`src/rtl/chess_rep_pkg.sv`:
```
package chess_rep_pkg;

   // ####################
   // board encoding
   // ####################

   localparam int piece_bits   = 4;
   localparam int square_count = 64;
   localparam int board_width  = piece_bits * square_count;   // 256
   localparam int castle_width = 4;

   // ####################
   // history table
   // ####################

   localparam int repdet_width    = 6;
   localparam int rep_entry_width = castle_width + board_width;   // castle mask on top
   localparam int rep_table_size  = 1 << repdet_width;

   // highest window depth, pushes stop growing the window here
   localparam logic [repdet_width-1:0] depth_max = {repdet_width{1'b1}};

   // query path
   localparam int query_depth = 4;   // also the host's starting credits
   localparam int qptr_width  = $clog2(query_depth);

   typedef enum logic [2:0]
   {
      hist_nop        = 3'd0,
      hist_push       = 3'd1,
      hist_push_irrev = 3'd2,   // pawn move or capture
      hist_pop        = 3'd3,
      hist_clear      = 3'd4
   } hist_op_t;

   typedef enum logic [1:0]
   {
      rd_idle    = 2'd0,
      rd_wait    = 2'd1,   // ram read in flight
      rd_count   = 2'd2,
      rd_verdict = 2'd3
   } repdet_state_t;

endpackage

```
`src/rtl/query_queue.sv`:
```
module query_queue
   import chess_rep_pkg::*;
(
   input  logic                    clk,
   input  logic                    reset,
   input  logic                    query_valid,
   input  logic [board_width-1:0]  query_board,
   input  logic [castle_width-1:0] query_castle,
   output logic                    q_valid,
   output logic [board_width-1:0]  q_board,
   output logic [castle_width-1:0] q_castle,
   input  logic                    q_pop,
   output logic                    credit_return
);

   logic [board_width-1:0]  board_mem  [query_depth];
   logic [castle_width-1:0] castle_mem [query_depth];
   logic [qptr_width-1:0]   head;
   logic [qptr_width-1:0]   tail;
   logic [qptr_width:0]     count;
   logic                    full;

   assign full     = count == (qptr_width + 1)'(query_depth);
   assign q_valid  = count != '0;
   assign q_board  = board_mem[head];
   assign q_castle = castle_mem[head];

   // entry storage, written at the tail
   always_ff @(posedge clk)
   begin
      if (query_valid)
      begin
         board_mem[tail]  <= query_board;
         castle_mem[tail] <= query_castle;
      end
   end

   always_ff @(posedge clk)
   begin
      if (reset)
      begin
         head          <= '0;
         tail          <= '0;
         count         <= '0;
         credit_return <= 1'b0;
      end
      else
      begin
         credit_return <= q_pop;   // one credit back per entry taken
         if (query_valid)
            tail <= tail + 1'b1;
         if (q_pop)
            head <= head + 1'b1;
         case ({query_valid, q_pop})
            2'b10:   count <= count + 1'b1;
            2'b01:   count <= count - 1'b1;
            default: count <= count;
         endcase
      end
   end

   // ####################
   // credit protocol
   // ####################

   // host spent a credit it did not have
   push_not_full: assert property (@(posedge clk) disable iff (reset)
      query_valid |-> !full)
      else $error("query pushed into a full queue");

   pop_not_empty: assert property (@(posedge clk) disable iff (reset)
      q_pop |-> q_valid)
      else $error("pop from an empty query queue");

endmodule

```
`config.mk`:
```
export PLATFORM = sky130hd
export DESIGN_NAME = query_queue
export DESIGN_NICKNAME = d
export VERILOG_FILES = /design/src/rtl/chess_rep_pkg.sv /design/src/rtl/query_queue.sv
export SDC_FILE = /design/constraint.sdc
export NUM_CORES = 1
export LEC_CHECK = 0
export BUFFER_PORTS_ARGS = -buffer_cell sky130_fd_sc_hd__buf_2
export CAP_MARGIN = 20
export CORE_MARGIN = 5
export CORE_UTILIZATION = 37
export CTS_CLUSTER_DIAMETER = 200
export DETAILED_ROUTE_END_ITERATION = 10
export SYNTH_ARGS = -nofsm -noshare
export SYNTH_HDL_FRONTEND = slang
export SYNTH_SLANG_ARGS = --single-unit
```
`constraint.sdc`:
```
create_clock -name clk -period 8.28 [get_ports clk]
set_input_delay 1.242 -clock clk [delete_from_list [all_inputs] [get_ports clk]]
set_output_delay 1.242 -clock clk [all_outputs]
set_load 0.01 [all_outputs]
```
==> results of run 1 <==
[worst min-delay path by stage]
stage | slack (ps) | end | from
finish | 530 | count[1] | count[1]
global placement | 460 | count[2] | count[2]
detailed placement | 520 | count[1] | count[1]
global route | 560 | count[2] | count[2]
floorplan | 450 | count[2] | count[2]
CTS | 530 | count[1] | count[1]
[state kept, by name, summed over array words and instances (netlist names), named ones only]
signal,cells
board_mem,1024
castle_mem,16
count,3
credit_return,1
head,2
tail,2
[Yosys cell counts]
library cell | count | share of area, %
a21oi_1 | 2 | 0.026
and2_1 | 4 | 0.066
buf_2 | 27 | 0.36
buf_6 | 23 | 0.68
clkbuf_1 | 9 | 0.089
dfxtp_1 | 10 | 0.53
edfxtp_1 | 1040 | 82
fa_1 | 1 | 0.053
ha_1 | 5 | 0.16
inv_1 | 6 | 0.059
mux2i_1 | 1 | 0.026
mux4_2 | 260 | 15
nand2_1 | 1 | 0.0099
nor2_1 | 8 | 0.079
nor2b_1 | 1 | 0.016
o21ai_0 | 1 | 0.013
or3_1 | 2 | 0.033
xnor2_1 | 2 | 0.046
xor2_1 | 3 | 0.069
[kinds of logic after synthesis]
logic type,after synthesis
buf+inv,65
mux,261
simple gates,16
fa+ha+maj,6
xor+xnor,5
flops,1050
compound gates,3
[power by group through the flow]
stage | sequential, mW | combinational [mW] | clock, mW
2_1_floorplan | 6.32 | 0.655 | 0
4_1_cts | 6.18 | 1.13 | 4.79
5_1_grt | 6.20 | 1.18 | 5.02
6_report | 6.18 | 1.09 | 4.64
3_3_place_gp | 6.28 | 1.11 | 0
3_5_place_dp | 6.29 | 1.12 | 0
[cell usage in the layout, fill, tap and decap left out, drive strengths merged, types with 3 or more instances in the layout]
| cell | Yosys | final |
|---|---|---|
| bufinv | 0 | 8 |
| mux4 | 260 | 260 |
| diode | 0 | 18 |
| xor2 | 3 | 3 |
| buf | 50 | 541 |
| clkinvlp | 0 | 3 |
| edfxtp | 1040 | 1040 |
| dfxtp | 10 | 10 |
| nor2 | 8 | 8 |
| ha | 5 | 5 |
| clkbuf | 9 | 137 |
| and2 | 4 | 4 |
| clkinv | 0 | 46 |
| inv | 6 | 13 |
[worst max-delay path, cell delays in order (launching register included)]
cell and delay [ps]:
dfxtp_4 810, buf_12 580, mux4_2 640, buf_2 160
[layout make-up]
class / count / area, sq um / share of cell area (%)
Antenna cell: 18 / 45.04 / 0.09879
Clock buffer: 137 / 2843 / 6.235
Clock inverter: 64 / 580.6 / 1.273
Sequential cell: 1050 / 31440 / 68.95
Tap cell: 1368 / 1712 / 3.754
Multi-Input combinational cell: 291 / 6095 / 13.37
Timing Repair Buffer: 541 / 2860 / 6.273
Inverter: 6 / 22.52 / 0.04939
[per-layer routing]
layer	vias up	part of all wire, %	routed length [um]
met2	532	49	38080
li1	7347	-	-
met4	24	2.3	1812
met3	153	10	7840
met1	8816	38	29850
met5	-	0.22	168
[stage by stage]
stage	cell area, sq um	setup slack, ps
2_1_floorplan	37970	510.3
3_3_place_gp	42130	4493
3_5_place_dp	42130	4474
4_1_cts	45550	3706
5_1_grt	45560	3506
6_report	45600	3849
==> metrics.md, run 1 <==
| Metric | Value |
|---|---|
| Clk sink count | `about 1,100` |
| GR Util met1 | `approximately 17%` |
| Arrival time of the worst setup path | `between 3000 and 4000 ps` |
| P_sw | `approximately 2.6 mW` |
| Worst Setup EP | `q_board[198]` |
| Final period utilization | `53.51%` |
| Antenna viol nets, final | `0` |
| Synth Area in Simple Gates | `0.2043%` |
| Hold_ws | `527.8 ps` |
| TritonCTS clock tree | `done` |
| Largest net degree at the start of global routing | `147` |
| Reg2reg setup slack | `around 5400 ps` |
| Htree depth | `3` |
| HPWL Detailed | `47,600 um` |
| Layout Skew | `~27 ps` |
| Setup CP Type | `flop to output pin` |
| CTS max path bufs | `3` |
| Slew Viols, Final | `0` |
| Post-synthesis xor/xnor area fraction | `less than 1%` |
| Hold/Removal Path Class | `flop to flop` |
| Final Power | `between 10 and 15 mW` |
| R2R Path End | `board_mem[2][103]` |
| Initial core utilization | `37.26%` |
| Vias in the first global route | `approximately 18,000` |
| First-pass iteration count of the detailed router | `4` |
| GR Layer Usage met3 | `under 10%` |
| Chip Height | `approximately 330 um` |
| Max transition margin | `roughly 14%` |
| #FFs+latches synth | `between 1,000 and 1,500` |
| Site Rows | `~120` |
| Worst EP required | `slightly above 7000 ps` |
| Clock root cell | `clkbuf_16` |
| F_max | `~0.23 GHz` |
| Register area share after synthesis | `82.79%` |
| P&R area growth vs syn | `20.10%` |
| Avg Cell Area, Syn | `about 27 sq um` |
| Final #Nets | `roughly 2,300` |
| RR Startpoint | `tail[0]` |
| All-Layer GR Usage | `between 10% and 20%` |
| Endpoints failing setup | `0` |
| Adder-cell share of the synthesized area | `0.2175%` |
| Combinational family with the most area after synthesis | `multiplexers` |
| Placed cell count | `3,256` |
| Synth unique cells | `19` |
| Reg2Reg Depth | `5` |
| Crit Path Max Fanout | `approximately 100` |
| Mapped Area | `about 0.038 sq mm` |
| First-pass GRT wire length | `~120,000 um` |
| Setup TNS | `0 ps` |
| Initial antenna violation count | `30` |
| Via-per-instance ratio | `a little under 5` |
| Final core occ | `44.75%` |
| Mux cell area share after synthesis | `between 10% and 20%` |
| Drt wl/cell | `between 20 and 25 um` |
| VDD IR max | `between 0.2 and 0.3 mV` |
| Syn Nets | `~1,700` |
| Static Leak | `roughly 15 nW` |
| Core ar. | `around 0.10 sq mm` |
| Clock latency on the worst-skew pair | `between 600 and 700 ps` |
| Detailed Route Iter0 Violations | `roughly 1,000` |
| Drt drc | `0` |
| Status | `finished, final reports clean` |
| Unrepaired setup endpoints after global routing | `no` |
| Routability cong. | `around 0.73` |
| Clock transition at the registers of the reported paths | `about 60 ps` |
| Die W | `330.3 um` |
| Post-synthesis compound-gate area fraction | `less than 1%` |
| Port Buffers | `525` |
| Ports | `526` |
| Post-CTS setup buffers | `0` |
| CTS buffer count | `approximately 110` |
| Minimum clock period | `between 4000 and 5000 ps` |
| Power density over the cells | `about 260 mW/mm^2` |
| Internal power | `between 9 and 10 mW` |
| Gate power share | `9.2%` |
| Flop pwr share | `about half` |
| Fillers | `approximately 8,600` |
| Via count | `roughly 17,000` |
| Synth warn | `0` |
| Clock power share | `~39%` |
| Die ar. | `between 0.1 and 0.15 sq mm` |
| Switching share of total power | `22.05%` |
| WL final | `between 70,000 and 80,000 um` |
| Worst Tran Pin Value | `~1300 ps` |
| Post-Syn Instances | `1,406` |
| Max-Cap Viols | `0` |
| Hold Path Depth | `2` |
| Hold Vio Cnt, Final | `0` |
| Cts hold-fix bufs | `0` |
| Non-Filler Instances | `3,475` |
| Startpoint types | `flop` |
| Share of layout cells above drive strength 1 | `about 46%` |
| Post-cts resize count | `0` |
| Grt total ovfl | `0` |
| Grt peak-use layer | `met2` |
| GR Util met2 | `22.71%` |
| Crit end category | `output pin` |
(Power assumes the default switching activity.)
==> run 2, diff against run 1 <==
clock period = 4.41 ns   (was 8.28 ns; I/O delays follow)
==> run 2 against run 1 <==
Net effect:
- cell count grew 1.8%
- via count is 2.5% higher
- routed wire length grew 6.4%
- die area is the same
- final area increased by 1.5%
- total power grew 90%
- worst hold slack got worse by 340 ps
- core utilization increased by 0.65 points
- clock power is 91% higher
- critical path type unchanged
==> metrics.md, run 2 (synthesis gave the netlist of run 1 again) <==
| Metric | Value |
|---|---|
| Status | `finished, final reports clean` |
| Site Rows | `117 (unchanged)` |
| Setup Slack @ Placement | `1540 ps (-2934 ps)` |
| Antenna viol nets, final | `0 (unchanged)` |
| Ports | `526 (unchanged)` |
| Post-cts resize count | `0 (unchanged)` |
| Unrepaired setup endpoints after global routing | `no` |
| Die ar. | `0.1091 sq mm (unchanged)` |
| Non-Filler Instances | `3,537 (+1.8%)` |
| Core ar. | `0.1019 sq mm (unchanged)` |
| Slew Viols, Final | `0 (unchanged)` |
| Area of the multi-input gates | `0.006095 sq mm (unchanged)` |
| Hold Path Depth | `1 (-1)` |
| Commonest cells after routing, fill and taps aside | `edfxtp_1 (1,040), buf_2 (525), mux4_2 (260)` |
| Max transition margin | `31.19% (+17 points)` |
| Setup ws final | `939.5 ps (-2909 ps)` |
| First-pass iteration count of the detailed router | `4 (unchanged)` |
| Largest register FFs | `1,024 (unchanged)` |
| Setup CP Type | `flop to output pin` |
| Die W | `330.3 um (unchanged)` |
| Largest net degree at the start of global routing | `78 (-47%)` |
| Vias in the first global route | `18,840 (+4.3%)` |
| TritonCTS clock tree | `done` |
| Setup TNS | `0 ps (unchanged)` |
| Final Power | `22.64 mW (+90%)` |
| Sequential cell area | `0.03144 sq mm (unchanged)` |
| Worst EP required | `3750 ps (-3290 ps)` |
| Share of layout cells above drive strength 1 | `47.49% (+1.5 points)` |
| F_max | `between 0.2 and 0.3 GHz` |
| Worst Tran Pin Value | `1032 ps (-257.4 ps)` |
| Drt drc | `0 (unchanged)` |
| Startpoint types | `flop` |
| Clk sink count | `1,050 (unchanged)` |
| Clock latency on the worst-skew pair | `670 ps (about the same)` |
| Final #Nets | `2,330 (+2.7%)` |
| Chip Height | `330.3 um (unchanged)` |
| Crit Path Max Fanout | `38 (-63%)` |
| Commonest non-fill, non-tap cell in the layout | `edfxtp_1` |
| Max-Cap Viols | `0 (unchanged)` |
| Crit end category | `output pin` |
| Port Buffers | `525 (unchanged)` |
| Hold_ws | `186.0 ps (-341.8 ps)` |
| Endpoints failing setup | `0 (unchanged)` |
| Clock root cell | `clkbuf_16` |
| Htree depth | `3 (unchanged)` |
| All-Layer GR Usage | `14.93% (+0.94 points)` |
| Post-CTS setup buffers | `0 (unchanged)` |
| Clock transition at the registers of the reported paths | `60 ps (about the same)` |
| Most flops, register | `board_mem` |
| CTS max path bufs | `3 (unchanged)` |
| WL final | `82,700 um (+6.4%)` |
| Minimum clock period | `approximately 3500 ps` |
| CTS buffer count | `107 (-1.8%)` |
| Via-per-instance ratio | `4.891 (+0.73%)` |
| Detailed Route Iter0 Violations | `1,094 (+6.9%)` |
| Routability cong. | `0.7631 (+5.0%)` |
| Initial antenna violation count | `30 (unchanged)` |
| Fillers | `8,609 (-0.46%)` |
| Layout Skew | `18.59 ps (-8.523 ps)` |
| Hold Vio Cnt, Final | `0 (unchanged)` |
| First-pass GRT wire length | `122,100 um (+6.1%)` |
| Cts hold-fix bufs | `0 (unchanged)` |
| Power density over the cells | `489.4 mW/mm^2 (+87%)` |
| Reg2Reg Depth | `4 (-1)` |
| Initial core utilization | `37.26% (unchanged)` |
| Placed cell count | `3,319 (+1.9%)` |
| Biggest regs | `board_mem: 1024 flops, castle_mem: 16 flops, count: 3 flops` |
| Static Leak | `15.42 nW (+2.5%)` |
| Arrival time of the worst setup path | `2810 ps (-380 ps)` |
| P&R area growth vs syn | `21.85%` |
| Drt wl/cell | `23.38 um (+4.5%)` |
| Final period utilization | `about four fifths` |
| VDD IR max | `0.3448 mV (+33%)` |
| Hold/Removal Path Class | `primary input to flop` |
| Grt total ovfl | `0 (unchanged)` |
| HPWL Detailed | `53,810 um (+13%)` |
| Via count | `17,300 (+2.5%)` |
run 2: area by class of cell:
cell class	count	share of cell area [%]
clock buffers	140	6.145
repair buffers	604	7.449
well taps	1368	3.700
diodes	21	0.1136
multi-input cells	291	13.17
inverters	6	0.04868
flip-flops and latches	1050	67.96
clock inverters	57	1.412
run 2: stage by stage:
| stage | util, % | cell area (sq um) |
|---|---|---|
| floorplan | - | 37970 |
| global placement | 41.92 | 42710 |
| detailed placement | 41.92 | 42710 |
| CTS | 45.35 | 46210 |
| global route | 45.37 | 46230 |
| finish | 45.40 | 46260 |
run 2: worst paths after layout:
check / from / end / slack (ps)
worst max-delay path: flop / q_board[24] / 940
worst min-delay path: query_board[46] / board_mem[0][46] / 190
worst max register to register: tail[1] / board_mem[1][159] / 2120
worst min register to register: head[1] / head[1] / 530
run 2: per-layer routing:
metal,GRT usage [%],vias up,wire [um]
li1,-,7481,-
met4,4.620,24,1776
met2,24.74,534,41670
met1,18.84,9119,32140
met5,0,-,149
met3,4.973,140,6966
run 2: worst max-delay path, cell delays in order, from the launching register on:
cell,delay [ps]
dfxtp_4,940
buf_4,440
mux4_2,570
buf_2,160
run 2: where the power goes:
part	internal [mW]	total (mW)	switching, mW	leakage (nW)
clock	5.21	8.88	3.67	1.69
combinational	0.970	2.15	1.19	4.09
sequential	11.5	11.6	0.135	9.64
