==> src/rtl/chess_rep_pkg.sv <==
package chess_rep_pkg;

   // ####################
   // board encoding
   // ####################

   localparam int piece_bits   = 4;
   localparam int square_count = 64;
   localparam int board_width  = piece_bits * square_count;   // 256
   localparam int castle_width = 4;

   // ####################
   // history table
   // ####################

   localparam int repdet_width    = 6;
   localparam int rep_entry_width = castle_width + board_width;   // castle mask on top
   localparam int rep_table_size  = 1 << repdet_width;

   // highest window depth, pushes stop growing the window here
   localparam logic [repdet_width-1:0] depth_max = {repdet_width{1'b1}};

   // query path
   localparam int query_depth = 4;   // also the host's starting credits
   localparam int qptr_width  = $clog2(query_depth);

   typedef enum logic [2:0]
   {
      hist_nop        = 3'd0,
      hist_push       = 3'd1,
      hist_push_irrev = 3'd2,   // pawn move or capture
      hist_pop        = 3'd3,
      hist_clear      = 3'd4
   } hist_op_t;

   typedef enum logic [1:0]
   {
      rd_idle    = 2'd0,
      rd_wait    = 2'd1,   // ram read in flight
      rd_count   = 2'd2,
      rd_verdict = 2'd3
   } repdet_state_t;

endpackage

==> src/rtl/position_history.sv <==
module position_history
   import chess_rep_pkg::*;
(
   input  logic                    clk,
   input  logic                    reset,
   input  hist_op_t                hist_op,
   input  logic [board_width-1:0]  hist_board,
   input  logic [castle_width-1:0] hist_castle,
   output logic                    wr_en,
   output logic [repdet_width-1:0] wr_addr,
   output logic [board_width-1:0]  wr_board,
   output logic [castle_width-1:0] wr_castle,
   output logic [repdet_width-1:0] depth
);

   logic                    push_any;
   logic [repdet_width-1:0] push_addr;
   logic [repdet_width-1:0] depth_next;

   // ####################
   // opcode decode
   // ####################

   always_comb
   begin
      push_any   = 1'b0;
      push_addr  = depth;
      depth_next = depth;
      case (hist_op)
         hist_push:
         begin
            push_any = 1'b1;
            if (depth == depth_max)
            begin
               push_addr = depth_max - 1'b1;   // window full, overwrite its last word
            end
            else
            begin
               depth_next = depth + 1'b1;
            end
         end
         hist_push_irrev:
         begin
            push_any   = 1'b1;
            push_addr  = '0;   // window restarts here
            depth_next = repdet_width'(1);
         end
         hist_pop:
         begin
            if (depth != '0)
            begin
               depth_next = depth - 1'b1;
            end
         end
         hist_clear:
            depth_next = '0;
         default:
            depth_next = depth;
      endcase
   end

   always_ff @(posedge clk)
   begin
      if (reset)
      begin
         wr_en <= 1'b0;
         depth <= '0;
      end
      else
      begin
         wr_en <= push_any;
         depth <= depth_next;
      end
   end

   always_ff @(posedge clk)
   begin
      if (push_any)
      begin
         wr_addr   <= push_addr;
         wr_board  <= hist_board;
         wr_castle <= hist_castle;
      end
   end

endmodule

==> config.mk <==
export PLATFORM = sky130hd
export DESIGN_NAME = position_history
export DESIGN_NICKNAME = d
export VERILOG_FILES = /design/src/rtl/chess_rep_pkg.sv /design/src/rtl/position_history.sv
export SDC_FILE = /design/constraint.sdc
export NUM_CORES = 1
export LEC_CHECK = 0
export BUFFER_PORTS_ARGS = -buffer_cell sky130_fd_sc_hd__buf_2
export CORE_AREA = 2 2 212 214
export DETAILED_ROUTE_END_ITERATION = 12
export DIE_AREA = 0 0 214 216
export PLACE_DENSITY = 0.48
export SLEW_MARGIN = 0
export SYNTH_ARGS = -nofsm -noshare
export SYNTH_HDL_FRONTEND = slang
export SYNTH_SLANG_ARGS = --single-unit
export TNS_END_PERCENT = 20
==> constraint.sdc <==
create_clock -name clk -period 14.55 [get_ports clk]
set_clock_uncertainty 0.05 [all_clocks]
set_input_delay 1.455 -clock clk [delete_from_list [all_inputs] [get_ports clk]]
set_output_delay 1.455 -clock clk [all_outputs]
set_load 0.01 [all_outputs]
==> impl_metrics.env, run 1 <==
export IMPL_multiInputGateArea_um2=414.1
export IMPL_die_h_um=216
export IMPL_syn_cell_area_mm2=0.008603
export IMPL_p_per_area_mw_per_mm2=139.9
export IMPL_synth_cell_type_count=39
export IMPL_cts_buffers=31
export IMPL_arrival_ns=4.17
export IMPL_hold_slack_ns=0.5160
export IMPL_finalWirelength_um=24550
export IMPL_crit_top_cell="buf_4"
export IMPL_ys_seq_area_share_pct=94.47
export IMPL_syn_area_per_cell_um2=24.79
export IMPL_tritoncts="built"
export IMPL_relSlewSlack_pct=30.47
export IMPL_hp_class="flop to flop"
export IMPL_cts_sinks=273
export IMPL_grt_pass1_wl_um=34500
export IMPL_viasPerCell=3.597
export IMPL_final_common_cell="buf_2"
export IMPL_synth_main_ff_cell="edfxtp_1"
export IMPL_ios=538
export IMPL_wl_per_cell_um=16.07
export IMPL_fin_crit_sh_pct=27.80
export IMPL_post_cts_buffers=0
export IMPL_area_delta_synth_final_pct=50.38
export IMPL_portBuffers=537
export IMPL_cpMaxStageDelayCell="buf_4"
export IMPL_ant_nets=0
export IMPL_nets=1180
export IMPL_synth_edf_count=266
export IMPL_final_core_util_pct=29.51
export IMPL_worst_path_buf_inv=4
export IMPL_critPathLaunchType="input pin"
export IMPL_worstSetupEndpointType="flop"
export IMPL_critical_path_class="input pin to flop"
export IMPL_min_period_ns=4.045
export IMPL_dp_cells=1473
export IMPL_crit_path_max_incr_delay_ns=0.85
export IMPL_crit_chain="buf_2 -> nand2b_1 -> a21oi_4 -> buf_4 -> buf_4 -> buf_4"
export IMPL_rsz0062_at_grt="no"
export IMPL_cts_hold_buffers=0
export IMPL_path_delay_family="buffers and inverters"
export IMPL_vias=5496
export IMPL_r2r_setup_slack_ns=12.62
export IMPL_clk_pin_slew_ns=0.06
export IMPL_yosys_warnings=0
export IMPL_area_sequential_mm2=0.008128
export IMPL_crit_fanout=74
export IMPL_finalPower_uw=1810
export IMPL_postCtsResizedCells=0
export IMPL_die_area_mm2=0.04622
export IMPL_clk_latency_ns=0.57
export IMPL_ir_drop_v=0.00007844
export IMPL_hpwl_um=18670
export IMPL_critPathRequiredTime_ns=14.67
export IMPL_coreArea_mm2=0.04384
export IMPL_cts_root_buf="clkbuf_16"
export IMPL_clk_path_buf_depth=3
export IMPL_status="complete, no violations"
export IMPL_finalSetupTns_ns=0
export IMPL_grt_total_usage_pct=9.837
export IMPL_cts_max_level=1
export IMPL_antenna_found_initial=4
export IMPL_ys_seq_elements=273
export IMPL_syn_nets=613
export IMPL_slew_viol_final=0
export IMPL_grt_overflow_total=0
export IMPL_drt_iter0_drc=281
export IMPL_layout_drive_gt1_share_pct=63.17
export IMPL_initial_core_util_pct=19.63
export IMPL_drcViolationCount=0
export IMPL_hold_viol_final=0
export IMPL_fp_row_count=77
export IMPL_async_flop_share_pct=0
export IMPL_setup_viol=0
export IMPL_syn_inst=347
export IMPL_grt_pass1_vias=5635
export IMPL_instances_no_fill=1528
export IMPL_fmax_mhz=247.2
export IMPL_fill_cells=4451
export IMPL_layout_common_cells="buf_2, edfxtp_1, clkbuf_16"
export IMPL_drtPass1Iterations=6
export IMPL_die_w_um=214
export IMPL_grt_max_degree=83
export IMPL_maxCapViolCount=0
export IMPL_globalplace_congestion=0.8091
export IMPL_power_leakage_uw=0.005266
export IMPL_tightest_slew_ns=1.043
[path summary, 6_finish.rpt]
check              from           end  depth (start not counted)
max reg2reg    depth[0]      depth[4]                          5
min            depth[5]      depth[5]                          2
max          hist_op[0]  wr_board[64]                          6
min reg2reg    depth[5]      depth[5]                          2
[worst reg2reg max path, cell delays in order (launching register included)]
cell	delay (ns)
dfxtp_1	0.58
nor4_1	0.13
and3_1	0.21
or4_4	0.46
or3_1	0.38
o21ai_2	0.06
[metrics by stage]
| step | instance area, µm² | setup slack [ns] |
|---|---|---|
| finish | 12940 | 10.51 |
| global route | 12930 | 10.25 |
| CTS | 12930 | 10.45 |
| detailed placement | 12010 | 9.853 |
| global placement | 12010 | 9.885 |
| floorplan | 8607 | 4.487 |
[layer usage]
layer  vias up  share of wire [%]  GRT usage (%)
li1       2531                  -              -
met5         -               0.11              0
met1      2629                 36          10.77
met2       283                 52          17.61
met3        49                8.9          3.467
met4         4                2.6          3.427
[where the power goes]
part,total (µW),leakage (µW),switching [µW],internal [µW]
logic,152,0.00228,86.8,64.8
registers,945,0.00254,15.5,929
clock network,713,0.000446,305,408
total,1810,0.00527,408,1400
[synth_stat cells, drive strengths merged, types with 2 or more instances]
cell    count  area, µm²
dfxtp       7      140.1
or2         2      12.52
buf         7      61.30
nand2       5      18.77
nand4       2      12.51
inv         3      11.26
o21bai      2      15.01
a21oi       7      35.03
o21ai       3      22.52
nand2b      3      18.77
o22ai       2      12.51
edfxtp    266       7988
nor2        7      26.28
nor3        6      35.03
nor2b       3      18.77
or3         3      18.77
nor4        2      12.51
[flip-flops by register name (all words and copies together) (netlist names)]
name,count
wr_en,1
wr_board,256
wr_castle,4
wr_addr,6
depth,6
[cell type report]
type / instances / share of cell area (%)
Sequential cell: 273 / 62.82
Timing Repair Buffer: 541 / 21.01
Clock buffer: 38 / 6.199
Tap cell: 592 / 5.725
Multi-Input combinational cell: 64 / 3.201
Clock inverter: 15 / 0.9188
Inverter: 3 / 0.08704
Antenna cell: 2 / 0.03868
[cells by family after synthesis]
group | after synthesis | share of synthesized area, %
adder cells (fa/ha/maj) | 1 | 0.1454
AO/OA/AOI/OAI | 21 | 1.629
XOR/XNOR | 1 | 0.1018
AND/OR/NAND/NOR | 40 | 2.676
flip-flops | 273 | 94.47
buffers and inverters | 10 | 0.8434
multiplexers | 1 | 0.1309
Note: power is estimated with default switching activity, not from simulation.
==> inputs of run 2 (changes only) <==
--- a/config.mk
+++ b/config.mk
@@ -5,11 +5,12 @@
 export SDC_FILE = /design/constraint.sdc
 export NUM_CORES = 1
 export LEC_CHECK = 0
+export ABC_AREA = 1
 export BUFFER_PORTS_ARGS = -buffer_cell sky130_fd_sc_hd__buf_2
-export CORE_AREA = 2 2 212 214
+export CORE_AREA = 2 2 207 209
 export DETAILED_ROUTE_END_ITERATION = 12
-export DIE_AREA = 0 0 214 216
-export PLACE_DENSITY = 0.48
+export DIE_AREA = 0 0 209 211
+export PLACE_DENSITY = 0.5
 export SLEW_MARGIN = 0
 export SYNTH_ARGS = -nofsm -noshare
 export SYNTH_HDL_FRONTEND = slang
==> constraint.sdc (replaced) <==
create_clock -name clk -period 3.72 [get_ports clk]
set_clock_uncertainty 0.05 [all_clocks]
set_input_delay 0.372 -clock clk [delete_from_list [all_inputs] [get_ports clk]]
set_output_delay 0.372 -clock clk [all_outputs]
set_load 0.01 [all_outputs]
==> impl_metrics.env, run 2 <==
export IMPL_synth_top_cells_by_area="edfxtp_1, dfxtp_1, nand2_1, inv_1, nand3_1"
export IMPL_syn_nets=647
export IMPL_post_cts_buffers=0
export IMPL_critPathRequiredTime_ns=3.91
export IMPL_grt_pass1_wl_um=42910
export IMPL_wl_per_cell_um=17.04
export IMPL_async_flop_share_pct=0
export IMPL_finalSetupTns_ns=0
export IMPL_antenna_found_initial=2
export IMPL_power_leakage_uw=0.006641
export IMPL_p_per_area_mw_per_mm2=483.0
export IMPL_die_h_um=211
export IMPL_cts_max_level=1
export IMPL_drcViolationCount=0
export IMPL_crit_path_max_incr_delay_ns=0.48
export IMPL_clk_pin_slew_ns=0.06
export IMPL_area_sequential_mm2=0.008128
export IMPL_hp_class="input pin to flop"
export IMPL_hold_slack_ns=0.03678
export IMPL_fill_cells=3869
export IMPL_cts_sinks=273
export IMPL_grt_overflow_total=0
export IMPL_arrival_ns=2.05
export IMPL_rsz0062_at_grt="no"
export IMPL_critical_path_class="input pin to flop"
export IMPL_ir_drop_v=0.0002956
export IMPL_slew_viol_final=0
export IMPL_cts_buffers=30
export IMPL_portBuffers=537
export IMPL_initial_core_util_pct=20.81
export IMPL_syn_area_per_cell_um2=22.81
export IMPL_met3_usage_pct=2.974
export IMPL_largest_register="wr_board"
export IMPL_hpwl_um=21780
export IMPL_worstSetupEndpointType="flop"
export IMPL_area_delta_synth_final_pct=81.35
export IMPL_die_w_um=209
export IMPL_die_area_mm2=0.04410
export IMPL_gr_usage_met1_pct=15.36
export IMPL_crit_fanout=63
export IMPL_min_period_ns=1.869
export IMPL_fp_row_count=75
export IMPL_fmax_mhz=535.0
export IMPL_vias=6732
export IMPL_final_common_cell="buf_2"
export IMPL_nets=1485
export IMPL_yosys_warnings=0
export IMPL_drt_iter0_drc=325
export IMPL_cts_root_buf="clkbuf_16"
export IMPL_layout_common_cells="buf_2, edfxtp_1, dlygate4sd3_1"
export IMPL_crit_chain="buf_2 -> inv_2 -> nand2_1 -> nor2_1 -> inv_1 -> nand2_8 -> buf_4"
export IMPL_globalplace_congestion=0.8545
export IMPL_finalWirelength_um=30410
export IMPL_largest_reg_flops=256
export IMPL_grt_max_degree=64
export IMPL_coreArea_mm2=0.04176
export IMPL_maxCapViolCount=0
export IMPL_synth_most_common_cell="edfxtp_1"
export IMPL_viasPerCell=3.774
export IMPL_reg_top3="wr_board x256, depth x6, wr_addr x6"
export IMPL_clk_path_buf_depth=3
export IMPL_synth_edf_count=266
export IMPL_cpMaxStageDelayCell="nand2_8"
export IMPL_hold_viol_final=0
export IMPL_synth_cell_type_count=24
export IMPL_synth_main_ff_cell="edfxtp_1"
export IMPL_fin_crit_sh_pct=50.25
export IMPL_tritoncts="built"
export IMPL_grt_total_usage_pct=12.82
export IMPL_layout_drive_gt1_share_pct=49.40
export IMPL_pre_cts_ws_ns=1.257
export IMPL_top_usage_layer="met2"
export IMPL_ant_nets=0
export IMPL_setup_viol=0
export IMPL_grt_pass1_vias=7009
export IMPL_synth_top_cell_area_share_pct=91.92
export IMPL_ys_seq_elements=273
export IMPL_synth_commonest_cells="edfxtp_1, nand2_1, inv_1"
export IMPL_critPathLaunchType="input pin"
export IMPL_relSlewSlack_pct=59.62
export IMPL_status="complete, no violations"
export IMPL_drtPass1Iterations=6
export IMPL_worst_slack_ns=1.851
export IMPL_tightest_slew_ns=0.6057
export IMPL_synth_top_cell_by_area="edfxtp_1"
export IMPL_ys_seq_area_share_pct=93.53
export IMPL_use_met2_pct=22.66
export IMPL_syn_cell_area_mm2=0.008690
export IMPL_multiInputGateArea_um2=476.7
export IMPL_syn_inst=381
export IMPL_clk_latency_ns=0.56
export IMPL_ios=538
run 2: cell count changes after synthesis, moves of 3 or more:
cell,previous run,this run
inv_1,3,18
inv_2,0,4
nand2_1,5,35
nand2_2,0,3
nand2b_1,3,0
nand3_1,1,13
nor2b_1,3,0
nor3_1,5,1
or3_1,3,0
run 2: timing repair:
item,in CTS,in global routing
setup endpoints to repair,0,0
resized for setup,0,0
hold endpoints to repair,260,0
hold buffers,260,0
run 2: kinds of logic after synthesis:
group / Yosys count / share of synthesized area, %
compound gates: 11 / 0.6767
fa+ha+maj: 1 / 0.1440
flops: 273 / 93.53
buf+inv: 24 / 1.166
simple gates: 72 / 4.478
run 2: final timing paths:
check                                start            end  slack, ns  cells after the start
worst min-delay path                 reset       depth[0]       0.04                      2
worst max-delay path            hist_op[2]  wr_board[170]       1.85                      7
worst min register to register    depth[5]       depth[5]       0.50                      2
worst max register to register    depth[1]       depth[4]       2.05                     11
run 2: cell type report:
class	instances	area share (%)
Inverter	22	0.5240
Tap cell	539	4.279
Multi-Input combinational cell	84	3.025
Clock buffer	38	5.089
Clock inverter	18	1.143
Timing Repair Buffer	808	34.33
Sequential cell	273	51.58
Antenna cell	2	0.03176
run 2: report_power, final:
part | leakage (µW) | internal [µW] | total, µW | switching [µW]
logic | 0.00361 | 459 | 918 | 458
clock network | 0.000479 | 1740 | 2960 | 1220
registers | 0.00255 | 3660 | 3740 | 76.4
run 2: per-layer routing:
metal / wire, µm / vias to the layer above
met5: 0 / -
met4: 848 / 0
met3: 2284 / 58
met2: 15340 / 305
met1: 11940 / 3218
li1: - / 3151
run 2: critical path: cells and delay by family:
| kind | cells | cell delay (ns) |
|---|---|---|
| and+or+nand+nor | 3 | 0.78 |
| buffers and inverters | 4 | 0.85 |
run 2: stage by stage:
| step | power (µW) | util, % | std cells | area [µm²] |
|---|---|---|---|---|
| CTS | 7718 | 37.73 | 1782 | 15750 |
| floorplan | 4033 | - | 381 | 8697 |
| global placement | 4487 | 29.14 | 1466 | 12170 |
| detailed placement | 4493 | 29.14 | 1466 | 12170 |
| global route | 7903 | 37.73 | 1783 | 15760 |
| finish | 7612 | 37.74 | 1784 | 15760 |
